==> config.mk <==
export PLATFORM = sky130hd
export DESIGN_NAME = gcd_matrix_top
export DESIGN_NICKNAME = d
export VERILOG_FILES = /design/src/gcd_bus_pkg.sv /design/src/gcd_cfg_pkg.sv /design/src/gcd_apb_regs.sv /design/src/gcd_collect.sv /design/src/gcd_dispatch.sv /design/src/gcd_lane.sv /design/src/gcd_matrix_top.sv
export SDC_FILE = /design/constraint.sdc
export NUM_CORES = 2
export LEC_CHECK = 0
export BUFFER_PORTS_ARGS = -buffer_cell sky130_fd_sc_hd__buf_2
export CORE_UTILIZATION = 50
export CTS_BUF_LIST = sky130_fd_sc_hd__clkbuf_8
export CTS_CLUSTER_SIZE = 40
export DETAILED_ROUTE_END_ITERATION = 10
export PLACE_DENSITY = 0.74
export SYNTH_ARGS = -nofsm -noshare
export SYNTH_HDL_FRONTEND = slang
export SYNTH_SLANG_ARGS = --single-unit
==> constraint.sdc <==
create_clock -name CLK -period 46.9 [get_ports CLK]
set_input_delay 7.035 -clock CLK [delete_from_list [all_inputs] [get_ports CLK]]
set_output_delay 7.035 -clock CLK [all_outputs]
set_load 0.01 [all_outputs]
==> src/gcd_bus_pkg.sv <==
//////////////////////////////////////////////////////////////////////
// APB transfer types and the register map of the GCD subsystem.
// The host side of the design and the testbench both import this
// package to decode and build accesses.
//////////////////////////////////////////////////////////////////////

package gcd_bus_pkg;

  localparam int ADDR_W  = 12;
  localparam int PDATA_W = 32;

  typedef struct packed {
    logic               psel;
    logic               penable;
    logic               pwrite;
    logic [ADDR_W-1:0]  paddr;
    logic [PDATA_W-1:0] pwdata;
  } apb_req_t;

  typedef struct packed {
    logic               pready;
    logic [PDATA_W-1:0] prdata;
    logic               pslverr;
  } apb_rsp_t;

  ////////////////////////////////////////////////////////////////////
  // Register map
  ////////////////////////////////////////////////////////////////////

  localparam logic [ADDR_W-1:0] REG_CTRL   = 12'h000;
  localparam logic [ADDR_W-1:0] REG_STATUS = 12'h004;
  localparam logic [ADDR_W-1:0] REG_SIZE   = 12'h008;
  localparam logic [ADDR_W-1:0] REG_MODULO = 12'h00C;

  // Element windows, 4-byte stride by flat index
  localparam logic [ADDR_W-1:0] A_BASE = 12'h100;
  localparam logic [ADDR_W-1:0] B_BASE = 12'h200;
  localparam logic [ADDR_W-1:0] R_BASE = 12'h300;
  // Address bits above this select the window
  localparam int REGION_LSB = 8;

  // Field positions
  localparam int CTRL_START_BIT = 0;
  localparam int STAT_BUSY_BIT  = 0;
  localparam int STAT_DONE_BIT  = 1;
  localparam int SIZE_ROWS_LSB  = 0;
  localparam int SIZE_COLS_LSB  = 8;

endpackage

==> src/gcd_cfg_pkg.sv <==
//////////////////////////////////////////////////////////////////////
// Sizing constants and payload types for the element datapath.
// Shared by the dispatcher, the GCD lanes, the collector and the
// register block; import with gcd_cfg_pkg::* in the module header.
//////////////////////////////////////////////////////////////////////

package gcd_cfg_pkg;

  // Matrix geometry
  localparam int DATA_W   = 16;
  localparam int MAX_DIM  = 4;
  localparam int MAX_ELEM = 16;
  localparam int IDX_W    = 4;
  localparam int DIM_W    = 3;

  // Lane array
  localparam int LANES  = 4;
  localparam int LANE_W = 2;
  // Result counter, holds up to MAX_ELEM
  localparam int CNT_W  = 5;

  typedef logic [DATA_W-1:0] elem_t;
  // Flat index, row * MAX_DIM + col
  typedef logic [IDX_W-1:0]  idx_t;

  typedef struct packed {
    idx_t  idx;
    elem_t a;
    elem_t b;
    elem_t modulo;
  } gcd_job_t;

  typedef struct packed {
    idx_t  idx;
    elem_t value;
  } gcd_res_t;

  // Result memory write port
  typedef struct packed {
    logic  en;
    idx_t  idx;
    elem_t data;
  } mem_wr_t;

endpackage

==> src/gcd_apb_regs.sv <==
//////////////////////////////////////////////////////////////////////
// APB slave for the matrix GCD subsystem. Holds control, status,
// size and modulus registers plus the A, B and R element memories.
// Zero wait states; errors reported on pslverr with the write dropped.
// The dispatcher reads operands through a combinational port and the
// collector writes results through res_wr.
//////////////////////////////////////////////////////////////////////

module gcd_apb_regs
  import gcd_cfg_pkg::*, gcd_bus_pkg::*;
(
  input  logic             CLK,
  input  logic             RST,
  input  apb_req_t         apb_req,
  output apb_rsp_t         apb_rsp,
  output logic             start_pulse,
  output logic [DIM_W-1:0] rows,
  output logic [DIM_W-1:0] cols,
  output elem_t            modulo,
  input  idx_t             rd_idx,
  output elem_t            a_elem,
  output elem_t            b_elem,
  input  mem_wr_t          res_wr,
  input  logic             all_done,
  output logic             irq
);

  logic access;
  logic is_ctrl, is_status, is_size, is_modulo;
  logic elem_ok, in_a, in_b, in_r, mapped;
  logic size_bad, err, wr_ok;
  logic [ADDR_W-REGION_LSB-1:0] region;
  logic [DIM_W-1:0] new_rows, new_cols;
  logic [PDATA_W-1:0] rdata;
  idx_t acc_idx;
  logic busy, done;

  elem_t mem_a [MAX_ELEM];
  elem_t mem_b [MAX_ELEM];
  elem_t mem_r [MAX_ELEM];

  ////////////////////////////////////////////////////////////////////
  // Address decode
  ////////////////////////////////////////////////////////////////////

  assign access    = apb_req.psel & apb_req.penable;
  assign is_ctrl   = apb_req.paddr == REG_CTRL;
  assign is_status = apb_req.paddr == REG_STATUS;
  assign is_size   = apb_req.paddr == REG_SIZE;
  assign is_modulo = apb_req.paddr == REG_MODULO;

  // Window select and word offset inside it
  assign region  = apb_req.paddr[ADDR_W-1:REGION_LSB];
  assign acc_idx = apb_req.paddr[IDX_W+1:2];
  assign elem_ok = (apb_req.paddr[REGION_LSB-1:0] < (REGION_LSB)'(MAX_ELEM * 4)) &&
                   (apb_req.paddr[1:0] == 2'b00);
  assign in_a = elem_ok && (region == A_BASE[ADDR_W-1:REGION_LSB]);
  assign in_b = elem_ok && (region == B_BASE[ADDR_W-1:REGION_LSB]);
  assign in_r = elem_ok && (region == R_BASE[ADDR_W-1:REGION_LSB]);
  assign mapped = is_ctrl | is_status | is_size | is_modulo | in_a | in_b | in_r;

  // Size fields, each 1..MAX_DIM
  assign new_rows = apb_req.pwdata[SIZE_ROWS_LSB +: DIM_W];
  assign new_cols = apb_req.pwdata[SIZE_COLS_LSB +: DIM_W];
  assign size_bad = is_size && (new_rows == '0 || new_rows > DIM_W'(MAX_DIM) ||
                                new_cols == '0 || new_cols > DIM_W'(MAX_DIM));

  // Error cases; R is read only, STATUS writes are ignored
  assign err = !mapped ||
               (apb_req.pwrite && ((busy && !is_status) || size_bad || in_r));
  assign wr_ok = access && apb_req.pwrite && !err;

  // Start is only accepted when idle
  assign start_pulse = wr_ok && is_ctrl && apb_req.pwdata[CTRL_START_BIT];

  ////////////////////////////////////////////////////////////////////
  // Read path
  ////////////////////////////////////////////////////////////////////

  always_comb begin
    rdata = '0;
    if (is_status) begin
      rdata[STAT_BUSY_BIT] = busy;
      rdata[STAT_DONE_BIT] = done;
    end else if (is_size) begin
      rdata[SIZE_ROWS_LSB +: DIM_W] = rows;
      rdata[SIZE_COLS_LSB +: DIM_W] = cols;
    end else if (is_modulo) begin
      rdata[DATA_W-1:0] = modulo;
    end else if (in_a) begin
      rdata[DATA_W-1:0] = mem_a[acc_idx];
    end else if (in_b) begin
      rdata[DATA_W-1:0] = mem_b[acc_idx];
    end else if (in_r) begin
      rdata[DATA_W-1:0] = mem_r[acc_idx];
    end
  end

  // No wait states
  assign apb_rsp.pready  = access;
  assign apb_rsp.prdata  = rdata;
  assign apb_rsp.pslverr = access && err;

  // Operand port for the dispatcher
  assign a_elem = mem_a[rd_idx];
  assign b_elem = mem_b[rd_idx];
  assign irq    = done;

  ////////////////////////////////////////////////////////////////////
  // Register and memory updates
  ////////////////////////////////////////////////////////////////////

  always_ff @(posedge CLK or posedge RST) begin
    if (RST) begin
      busy   <= 1'b0;
      done   <= 1'b0;
      rows   <= '0;
      cols   <= '0;
      modulo <= '0;
      for (int i = 0; i < MAX_ELEM; i++) begin
        mem_a[i] <= '0;
        mem_b[i] <= '0;
        mem_r[i] <= '0;
      end
    end else begin
      // Run control
      if (start_pulse) begin
        busy <= 1'b1;
        done <= 1'b0;
      end else if (all_done) begin
        busy <= 1'b0;
        done <= 1'b1;
      end
      if (wr_ok && is_size) begin
        rows <= new_rows;
        cols <= new_cols;
      end
      if (wr_ok && is_modulo) begin
        modulo <= apb_req.pwdata[DATA_W-1:0];
      end
      if (wr_ok && in_a) begin
        mem_a[acc_idx] <= apb_req.pwdata[DATA_W-1:0];
      end
      if (wr_ok && in_b) begin
        mem_b[acc_idx] <= apb_req.pwdata[DATA_W-1:0];
      end
      // Results from the collector
      if (res_wr.en) begin
        mem_r[res_wr.idx] <= res_wr.data;
      end
    end
  end

  // Completion only ends a run that is in progress
  a_done_in_run: assert property (@(posedge CLK) disable iff (RST)
    all_done |-> busy);

endmodule

==> src/gcd_collect.sv <==
//////////////////////////////////////////////////////////////////////
// Round-robin drain of the lane results. Each granted result becomes
// a result memory write one cycle later; all_done pulses once the
// written count reaches rows x cols.
//////////////////////////////////////////////////////////////////////

module gcd_collect
  import gcd_cfg_pkg::*;
(
  input  logic             CLK,
  input  logic             RST,
  input  logic             start_pulse,
  input  logic [DIM_W-1:0] rows,
  input  logic [DIM_W-1:0] cols,
  input  logic             res_valid [LANES],
  input  gcd_res_t         res       [LANES],
  output logic             res_ready [LANES],
  output mem_wr_t          res_wr,
  output logic             all_done
);

  logic [LANE_W-1:0] ptr, gnt;
  logic any_valid, active;
  logic [CNT_W-1:0] cnt, total;

  assign total = CNT_W'(rows) * CNT_W'(cols);

  // First valid lane at or after ptr
  always_comb begin
    logic [LANE_W-1:0] cand;
    any_valid = 1'b0;
    gnt       = ptr;
    for (int k = LANES - 1; k >= 0; k--) begin
      cand = ptr + LANE_W'(k);
      if (res_valid[cand]) begin
        any_valid = 1'b1;
        gnt       = cand;
      end
    end
  end

  always_comb begin
    for (int i = 0; i < LANES; i++) begin
      res_ready[i] = any_valid && (gnt == LANE_W'(i));
    end
  end

  // One cycle after the last write
  assign all_done = active && (cnt == total);

  always_ff @(posedge CLK or posedge RST) begin
    if (RST) begin
      ptr    <= '0;
      res_wr <= '0;
      cnt    <= '0;
      active <= 1'b0;
    end else begin
      res_wr.en <= any_valid;
      if (any_valid) begin
        res_wr.idx  <= res[gnt].idx;
        res_wr.data <= res[gnt].value;
        ptr         <= gnt + 1'b1;
      end
      // Completion count
      if (start_pulse) begin
        cnt    <= '0;
        active <= 1'b1;
      end else begin
        if (all_done) begin
          active <= 1'b0;
        end
        if (res_wr.en) begin
          cnt <= cnt + 1'b1;
        end
      end
    end
  end

  a_wr_in_region: assert property (@(posedge CLK) disable iff (RST)
    res_wr.en |-> (res_wr.idx / MAX_DIM) < rows && (res_wr.idx % MAX_DIM) < cols);

endmodule

==> src/gcd_dispatch.sv <==
//////////////////////////////////////////////////////////////////////
// Element scheduler. Walks the active rows x cols region in row-major
// order, fetches A and B through the register block read port and
// offers each job to the lowest-numbered free lane.
//////////////////////////////////////////////////////////////////////

module gcd_dispatch
  import gcd_cfg_pkg::*;
(
  input  logic             CLK,
  input  logic             RST,
  input  logic             start_pulse,
  input  logic [DIM_W-1:0] rows,
  input  logic [DIM_W-1:0] cols,
  input  elem_t            modulo,
  output idx_t             rd_idx,
  input  elem_t            a_elem,
  input  elem_t            b_elem,
  output logic             job_valid [LANES],
  output gcd_job_t         job       [LANES],
  input  logic             job_ready [LANES]
);

  logic walking, pend_valid;
  logic any_ready, accepted, load, last_elem;
  logic [DIM_W-1:0]  row_q, col_q;
  logic [LANE_W-1:0] sel;
  gcd_job_t pend_job;

  // Flat index with MAX_DIM stride
  assign rd_idx = idx_t'(row_q * MAX_DIM + col_q);
  assign last_elem = (row_q == rows - 1'b1) && (col_q == cols - 1'b1);

  // Lowest ready lane wins
  always_comb begin
    any_ready = 1'b0;
    sel       = '0;
    for (int i = LANES - 1; i >= 0; i--) begin
      if (job_ready[i]) begin
        any_ready = 1'b1;
        sel       = LANE_W'(i);
      end
    end
  end

  // Valid only goes to a lane already ready, so the offer completes at once
  assign accepted = pend_valid && any_ready;
  assign load     = walking && (!pend_valid || accepted);

  always_comb begin
    for (int i = 0; i < LANES; i++) begin
      job_valid[i] = accepted && (sel == LANE_W'(i));
      job[i]       = pend_job;
    end
  end

  always_ff @(posedge CLK or posedge RST) begin
    if (RST) begin
      walking    <= 1'b0;
      pend_valid <= 1'b0;
      row_q      <= '0;
      col_q      <= '0;
      pend_job   <= '0;
    end else begin
      if (start_pulse && !walking && !pend_valid) begin
        row_q   <= '0;
        col_q   <= '0;
        // Empty region never starts
        walking <= (rows != '0) && (cols != '0);
      end else if (load) begin
        pend_job <= '{idx: rd_idx, a: a_elem, b: b_elem, modulo: modulo};
        if (col_q == cols - 1'b1) begin
          col_q <= '0;
          row_q <= row_q + 1'b1;
        end else begin
          col_q <= col_q + 1'b1;
        end
        if (last_elem) begin
          walking <= 1'b0;
        end
      end
      // Pending slot
      if (load) begin
        pend_valid <= 1'b1;
      end else if (accepted) begin
        pend_valid <= 1'b0;
      end
    end
  end

  a_job_stable: assert property (@(posedge CLK) disable iff (RST)
    pend_valid && !accepted |=> pend_valid && $stable(pend_job));

endmodule

==> src/gcd_lane.sv <==
//////////////////////////////////////////////////////////////////////
// One GCD engine. Subtractive Euclid, one step per cycle, followed by
// reduction modulo the job's modulus by repeated subtraction.
// Valid/ready on both sides; one job in flight per lane.
//////////////////////////////////////////////////////////////////////

module gcd_lane
  import gcd_cfg_pkg::*;
(
  input  logic     CLK,
  input  logic     RST,
  input  logic     in_valid,
  input  gcd_job_t in_job,
  output logic     in_ready,
  output logic     out_valid,
  output gcd_res_t out_res,
  input  logic     out_ready
);

  typedef enum logic [1:0] {
    S_IDLE,
    S_EUCLID,
    S_REDUCE,
    S_HOLD
  } state_t;

  state_t state;
  elem_t  x_q, y_q, mod_q;
  idx_t   idx_q;

  assign in_ready  = state == S_IDLE;
  assign out_valid = state == S_HOLD;
  // Result lives in x once Euclid ends
  assign out_res   = '{idx: idx_q, value: x_q};

  always_ff @(posedge CLK or posedge RST) begin
    if (RST) begin
      state <= S_IDLE;
      x_q   <= '0;
      y_q   <= '0;
      mod_q <= '0;
      idx_q <= '0;
    end else begin
      case (state)
        S_IDLE: begin
          if (in_valid) begin
            x_q   <= in_job.a;
            y_q   <= in_job.b;
            mod_q <= in_job.modulo;
            idx_q <= in_job.idx;
            state <= S_EUCLID;
          end
        end
        S_EUCLID: begin
          if (x_q == '0 || y_q == '0) begin
            // gcd(x,0) = x, gcd(0,0) = 0
            x_q   <= x_q | y_q;
            y_q   <= '0;
            state <= (mod_q == '0) ? S_HOLD : S_REDUCE;
          end else if (x_q >= y_q) begin
            x_q <= x_q - y_q;
          end else begin
            y_q <= y_q - x_q;
          end
        end
        S_REDUCE: begin
          if (x_q >= mod_q) begin
            x_q <= x_q - mod_q;
          end else begin
            state <= S_HOLD;
          end
        end
        S_HOLD: begin
          // Wait for the collector
          if (out_ready) begin
            state <= S_IDLE;
          end
        end
        default: state <= S_IDLE;
      endcase
    end
  end

  // A job offered to a busy lane would be lost
  a_offer_when_ready: assert property (@(posedge CLK) disable iff (RST)
    in_valid |-> in_ready);

endmodule

==> src/gcd_matrix_top.sv <==
//////////////////////////////////////////////////////////////////////
// Matrix GCD subsystem top. APB registers feed the dispatcher, which
// spreads element jobs over the lane array; the collector writes the
// results back. irq follows the sticky done bit.
//////////////////////////////////////////////////////////////////////

module gcd_matrix_top
  import gcd_cfg_pkg::*, gcd_bus_pkg::*;
(
  input  logic     CLK,
  input  logic     RST,
  input  apb_req_t apb_req,
  output apb_rsp_t apb_rsp,
  output logic     irq
);

  // Register block to datapath
  logic             start_pulse;
  logic [DIM_W-1:0] rows, cols;
  elem_t            modulo;
  idx_t             rd_idx;
  elem_t            a_elem, b_elem;
  mem_wr_t          res_wr;
  logic             all_done;

  // Lane handshakes
  logic     job_valid [LANES];
  gcd_job_t job       [LANES];
  logic     job_ready [LANES];
  logic     res_valid [LANES];
  gcd_res_t res       [LANES];
  logic     res_ready [LANES];

  gcd_apb_regs i_regs (
    .CLK         (CLK),
    .RST         (RST),
    .apb_req     (apb_req),
    .apb_rsp     (apb_rsp),
    .start_pulse (start_pulse),
    .rows        (rows),
    .cols        (cols),
    .modulo      (modulo),
    .rd_idx      (rd_idx),
    .a_elem      (a_elem),
    .b_elem      (b_elem),
    .res_wr      (res_wr),
    .all_done    (all_done),
    .irq         (irq)
  );

  gcd_dispatch i_dispatch (
    .CLK         (CLK),
    .RST         (RST),
    .start_pulse (start_pulse),
    .rows        (rows),
    .cols        (cols),
    .modulo      (modulo),
    .rd_idx      (rd_idx),
    .a_elem      (a_elem),
    .b_elem      (b_elem),
    .job_valid   (job_valid),
    .job         (job),
    .job_ready   (job_ready)
  );

  // Lane array
  for (genvar i = 0; i < LANES; i++) begin : g_lane
    gcd_lane i_lane (
      .CLK       (CLK),
      .RST       (RST),
      .in_valid  (job_valid[i]),
      .in_job    (job[i]),
      .in_ready  (job_ready[i]),
      .out_valid (res_valid[i]),
      .out_res   (res[i]),
      .out_ready (res_ready[i])
    );
  end

  gcd_collect i_collect (
    .CLK         (CLK),
    .RST         (RST),
    .start_pulse (start_pulse),
    .rows        (rows),
    .cols        (cols),
    .res_valid   (res_valid),
    .res         (res),
    .res_ready   (res_ready),
    .res_wr      (res_wr),
    .all_done    (all_done)
  );

endmodule

* Word level (Yosys, flattened, before mapping)
Index checks and enable logic that the tools add are counted.
** Word-level totals
- Flip-flop bits (word level) :: 1096
- Word-level logic and storage cells :: 451
** Operators by class
- $mul :: 1
- Order comparisons :: 21
- Bitwise gates (word level) :: 20
- Reduce and logical (&&, ||, !) cells :: 106
- Eq/ne operators :: 55
- Add/subtract/negate cells :: 22
- Mux-type cells :: 140
** Operator list (count)
- 256-bit bitwise mux :: 3
- 16-bit 2-to-1 mux :: 44
- 16-bit binary-select mux with 4-bit select :: 5
- 16-bit logical NOT :: 12
- 16-bit one-hot mux with 3 select lines :: 4
- 16-bit subtractor :: 12
- 16-bit demux with 4-bit select :: 2
- 16-bit >= comparator :: 8
- 16-bit one-hot mux with 2 select lines :: 4
- 16-bit bitwise OR :: 4
- 2-bit 2-to-1 mux :: 25
- 20-bit binary-select mux with 2-bit select :: 1
- 20-bit 2-to-1 mux :: 2
- 1-bit logical AND :: 33
- 2-bit one-hot mux with 4 select lines :: 4
- 4-bit AND reduction :: 8
- 1-bit 2-to-1 mux :: 29
- 12-bit by 4-bit == test with 1-bit output (second input constant) :: 2
- 2-bit == test (second input constant) :: 12
- 3-bit 2-to-1 mux :: 8
- 2-bit by 1-bit inequality test with 1-bit output (second input constant) :: 12
- 5-bit 2-to-1 mux :: 4
- 2-bit nonzero test :: 10
- 3-bit nonzero test :: 6
- 35 further kinds :: 111

* Longest topological paths before layout
- Depth in word-level cells :: 17
- Depth in mapped cells :: 15
- Gate-level depth less buffers :: 13

* Hierarchy
From an unflattened synthesis, not the netlist that was laid out.
** Unflattened totals
- Cell total of the unflattened synthesis :: 5804
- Area total of the unflattened synthesis :: 68388.1 sq um
** By module, submodules not included
- gcd_apb_regs :: seq. area each 19819.0 sq um, area an instance 40888.0 sq um, cells an instance 2634, instances 1
- gcd_lane (g_lane[0].i_lane ...) :: seq. area each 1351.3 sq um, area an instance 5370.2 sq um, cells an instance 628, instances 3
- gcd_lane (g_lane[3].i_lane) :: seq. area each 1351.3 sq um, area an instance 5511.5 sq um, cells an instance 641, instances 1
- gcd_dispatch :: seq. area each 1501.4 sq um, area an instance 3831.2 sq um, cells an instance 444, instances 1
- gcd_collect :: seq. area each 725.7 sq um, area an instance 2047.0 sq um, cells an instance 201, instances 1

* Least setup slack after synthesis
Ideal clock, no wire load.
- Path kind :: input -> output
- From :: input apb_req[34] in the netlist's numbering
- To :: output apb_rsp[12] in the netlist's numbering
- Slack :: 30243 ps
- Arrival time :: 9622 ps
- Data required time :: 39865 ps
- Stages on the path :: 8
- Cells stage by stage :: buf_2 > buf_2 > buf_2 > buf_1 > mux4_2 > mux4_2 > a22oi_1 > nand2_1
** RTL lines
- start: declaration :: RTL line gcd_matrix_top.sv:12 : input apb_req_t apb_req,
- end: declaration :: RTL line gcd_matrix_top.sv:13 : output apb_rsp_t apb_rsp,

==> impl_metrics.yaml <==
status:
  outcome: "completed"
worst_setup_path:
  worst_setup_path_end_kind: "output pin"
  worst_setup_path_start_kind: "primary input"
  worst-endpoint-arrival_ns: 11.91
  crit_type: "in -> out"
  worstReg2RegStart: "g_lane[2].i_lane.x_q[2]"
  timing.critical_path.cells: "clkbuf_8 > buf_4 > buf_4 > mux4_2 > mux4_2 > a2111oi_0 > a21oi_1 > buf_2"
  crit_family: "buffers and inverters"
  cpPeakStageDelay_ns: 0.92
  critical_path_required_ns: 39.87
  crit_start: "apb_req[35]"
  critical_path_peak_fanout: 83
  cp.buffers_inverters: 4
  cp_slowest_cell: "sky130_fd_sc_hd__a2111oi_0"
clock_tree:
  resized_after_cts: 0
  cts_num_sinks: 1096
  cts.path.max_buffers: 3
  htree_levels: 4
  clkLatencyLatePin_ns: 0.92
  clock_tree_root_driver_cell: "sky130_fd_sc_hd__clkbuf_8"
  clk_pin_slew_ns: 0.06
  tritoncts: "built"
  postCtsHoldBufs: 0
  post_cts_buffers: 0
  cts_buffers: 178
floorplan:
  floorplan.initialDensity_pct: 50.4
  core_region_area_um2: 129000
  die_width_um: 363
  row_count: 132
  ios: 84
  design.die.area_um2: 132000
  die_height_um: 363
logic_synthesis:
  number_of_flip_flops_and_latches_in_the_synthesized_netlist: 1096
  synth-compound-area-share_pct: 8.79
  synth_fa_ha_area_share_pct: 5.86
  count_of_mapped_cells_out_of_synthesis: 5434
  netlist_top_cells_area: "sky130_fd_sc_hd__dfrtp_1 (42%), sky130_fd_sc_hd__mux2_2 (15%), sky130_fd_sc_hd__mux4_2 (13%)"
  synth-async-reset-ratio_pct: 100
  yosysSeqAreaShare_pct: 42.0
  synth.area.mux_share_pct: 30.0
  synth_top_area_share_pct: 42.0
  synth_top_area_cell: "sky130_fd_sc_hd__dfrtp_1"
  synthesis.area_um2: 65200
  ys_dominant_reg_cell: "sky130_fd_sc_hd__dfrtp_1"
  combinational_family_with_the_most_area_after_synthesis: "multiplexers"
  synth_simple_gate_area_share_pct: 6.59
  netlist-cell-type-count: 85
  synth_edf_count: 0
  avgSynthCellArea_um2: 12.0
  synth-xor-area-share_pct: 2.30
  synthesis.yosys.warnings: 0
timing:
  fin_crit_ns: 18.94
  tightestPinTransition_ns: 1.26
  hold_slack_ns: 0.500
  rsz_0062_raised_after_global_routing: "no"
  timing.slew.headroom_pct: 15.9
  timing.final.max_slew_violations: 0
  finalSetupViolations: 0
  min_period_over_period_pct: 40.4
  max_clock_freq_mhz: 52.8
  finalHoldViolations: 0
  setup_total_negative_slack_ns: 0
  fin_skew_ns: 0.0598
finish:
  post_route_cells_drive_above_1_share_pct: 31.3
  finish.instance_area_um2: 70600
  design.final.nets: 5706
  syn_to_final_growth_pct: 8.24
  fillers: 10800
worst_hold_path:
  min_path_type: "reg -> reg"
  worstHoldStart: "i_regs.mem_r[16]"
global_route:
  grt_residual_overflow: 0
  first_global_vias: 46700
  grt_first_pass_wirelength_mm: 292
  grt_start_max_net_pins: 185
  initial_antenna_violation_count: 13
  grt_use_total_pct: 29.6
place:
  gpl.final_weighted_congestion: 0.945
  port_buffers: 51
  total_placed_instance_area_um2: 66800
  hpwlAfterDp_mm: 129
pwr:
  static-leakage-power_nw: 32.7
  max_rail_drop_vdd_mv: 0.0490
  pnr_total_power_w: 0.00403
  pwr_density_cell_nw_per_um2: 57.0
detailed_routing:
  1st_iter_drt_viols: 4866
  dr_total_vias: 46600
  wl_mm: 194
  route.detailed.vias_per_inst: 6.42
  routed_wire_length_per_instance_um: 26.7
  dr_pass1_iterations: 6
  drcViolationCount: 0
  ant_nets: 0
job:
  maxCapViolations: 0
-- path summary, 6_finish.rpt --
path	endpoint	slack, ns	cells past startpoint
max	apb_rsp[4]	27.96	8
min	i_regs.mem_r[16]	0.50	1
max reg2reg	g_lane[2].i_lane.x_q[5]	42.47	11
min reg2reg	i_regs.mem_r[16]	0.50	1
max in group asynchronous	i_regs.mem_a[215]	36.59	6
min in group asynchronous	g_lane[1].i_lane.y_q[9]	6.23	2
-- where the power goes --
part	total [W]	leakage [nW]	switching [W]	internal, W
clock	0.000871	2.17	0.000409	0.000461
combinational	0.00192	15.6	0.00115	0.000775
sequential	0.00123	14.9	0.000145	0.00109
-- sequential cells by signal (all words and copies together), names as in the netlist, 2 cells and up --
signal / count
g_lane.i_lane.idx_q: 16
g_lane.i_lane.y_q: 64
i_regs.rows: 3
i_collect.cnt: 5
g_lane.i_lane.mod_q: 64
i_regs.mem_a: 256
g_lane.i_lane.state: 8
i_collect.res_wr: 21
i_regs.mem_b: 256
i_dispatch.col_q: 3
i_collect.ptr: 2
i_regs.modulo: 16
g_lane.i_lane.x_q: 64
i_regs.mem_r: 256
i_dispatch.row_q: 3
i_dispatch.job: 52
i_regs.cols: 3
-- cells in the final DEF, fill, tap and decap left out, types with 17 or more instances in the layout --
master	count
sky130_fd_sc_hd__dfrtp_1	1094
sky130_fd_sc_hd__mux2_2	884
sky130_fd_sc_hd__mux4_2	386
sky130_fd_sc_hd__inv_1	385
sky130_fd_sc_hd__ha_1	282
sky130_fd_sc_hd__nor2_1	262
sky130_fd_sc_hd__nand2_1	262
sky130_fd_sc_hd__o21ai_0	228
sky130_fd_sc_hd__a21oi_1	227
sky130_fd_sc_hd__clkbuf_8	225
sky130_fd_sc_hd__xnor2_1	124
sky130_fd_sc_hd__mux2i_1	80
sky130_fd_sc_hd__nor4_1	71
sky130_fd_sc_hd__buf_4	63
sky130_fd_sc_hd__nand3_1	61
sky130_fd_sc_hd__a221oi_1	57
sky130_fd_sc_hd__o31ai_1	53
sky130_fd_sc_hd__buf_2	47
sky130_fd_sc_hd__xor2_1	46
sky130_fd_sc_hd__nor3_1	39
sky130_fd_sc_hd__nor2b_1	34
sky130_fd_sc_hd__a21o_1	32
sky130_fd_sc_hd__o21bai_1	32
sky130_fd_sc_hd__o22ai_1	31
sky130_fd_sc_hd__a31oi_1	30
sky130_fd_sc_hd__nand2b_1	29
sky130_fd_sc_hd__nand4_1	28
sky130_fd_sc_hd__o211ai_1	25
sky130_fd_sc_hd__nand2_2	22
sky130_fd_sc_hd__clkinv_2	22
sky130_fd_sc_hd__a22oi_1	20
sky130_fd_sc_hd__diode_2	17
sky130_fd_sc_hd__and2_1	17
-- through the flow --
| stage | instances | utilization [%] | worst slack [ns] |
|---|---|---|---|
| after floorplan | 5449 | - | 9.01 |
| after global placement | 6922 | 51.6 | 28.10 |
| after detailed placement | 6922 | 51.6 | 28.07 |
| after CTS | 7247 | 54.5 | 28.06 |
| after global routing | 7249 | 54.5 | 27.83 |
| final | 7264 | 54.5 | 27.96 |
-- worst reg2reg max path, cell delays in order, from the launching register on --
cell	delay, ns
sky130_fd_sc_hd__dfrtp_1	0.48
sky130_fd_sc_hd__inv_1	0.21
sky130_fd_sc_hd__ha_1	0.40
sky130_fd_sc_hd__nand2b_1	0.21
sky130_fd_sc_hd__a21oi_1	0.17
sky130_fd_sc_hd__nor2_1	0.11
sky130_fd_sc_hd__o31ai_1	0.80
sky130_fd_sc_hd__o21ai_0	0.37
sky130_fd_sc_hd__a221o_1	0.42
sky130_fd_sc_hd__a221o_1	0.71
sky130_fd_sc_hd__a311oi_1	0.39
sky130_fd_sc_hd__a21o_1	0.12
-- cell families after synthesis --
kind of cell    Yosys count
xor+xnor                171
flops                  1096
buf+inv                 712
other cells               1
mux                    1362
simple gates            905
compound gates          890
fa+ha+maj               297
-- synth_stat cells, types with 9 or more instances --
cell,number
sky130_fd_sc_hd__dfrtp_1,1096
sky130_fd_sc_hd__mux2_2,884
sky130_fd_sc_hd__mux4_2,386
sky130_fd_sc_hd__inv_1,325
sky130_fd_sc_hd__ha_1,283
sky130_fd_sc_hd__nor2_1,272
sky130_fd_sc_hd__clkbuf_1,270
sky130_fd_sc_hd__nand2_1,262
sky130_fd_sc_hd__o21ai_0,228
sky130_fd_sc_hd__a21oi_1,227
sky130_fd_sc_hd__xnor2_1,124
sky130_fd_sc_hd__mux2i_1,80
sky130_fd_sc_hd__nor4_1,74
sky130_fd_sc_hd__nand3_1,62
sky130_fd_sc_hd__a221oi_1,57
sky130_fd_sc_hd__o31ai_1,55
sky130_fd_sc_hd__buf_1,51
sky130_fd_sc_hd__xor2_1,47
sky130_fd_sc_hd__nor3_1,39
sky130_fd_sc_hd__nor2b_1,34
sky130_fd_sc_hd__a21o_1,32
sky130_fd_sc_hd__o21bai_1,32
sky130_fd_sc_hd__a31oi_1,31
sky130_fd_sc_hd__buf_4,31
sky130_fd_sc_hd__o22ai_1,31
sky130_fd_sc_hd__nand2b_1,29
sky130_fd_sc_hd__buf_2,28
sky130_fd_sc_hd__nand4_1,28
sky130_fd_sc_hd__o211ai_1,25
sky130_fd_sc_hd__nand2_2,22
sky130_fd_sc_hd__a22oi_1,20
sky130_fd_sc_hd__and2_1,17
sky130_fd_sc_hd__or3_1,16
sky130_fd_sc_hd__fa_1,14
sky130_fd_sc_hd__a211oi_1,13
sky130_fd_sc_hd__a311oi_1,13
sky130_fd_sc_hd__o221ai_1,13
sky130_fd_sc_hd__a2111oi_0,12
sky130_fd_sc_hd__mux2_1,12
sky130_fd_sc_hd__o21a_1,12
sky130_fd_sc_hd__and3_1,11
sky130_fd_sc_hd__a221o_1,9
sky130_fd_sc_hd__o2111ai_1,9
-- area by class of cell --
class	count	area, um2	area share (%)
diodes	17	42.5	0.0603
clock buffers	224	3080	4.37
clock inverters	101	662	0.937
inverters	327	1230	1.75
multi-input cells	3641	35200	49.8
flip-flops and latches	1096	27400	38.9
well taps	1742	2180	3.09
repair buffers	116	817	1.16
-- metal layers --
layer / GRT usage [%] / routed length [um]
met4: 18.6 / 12700
met3: 6.74 / 18400
met2: 44.6 / 87800
met1: 38.7 / 75100
met5: 0 / 49
No activity file was read; power rests on OpenSTA's default activity.
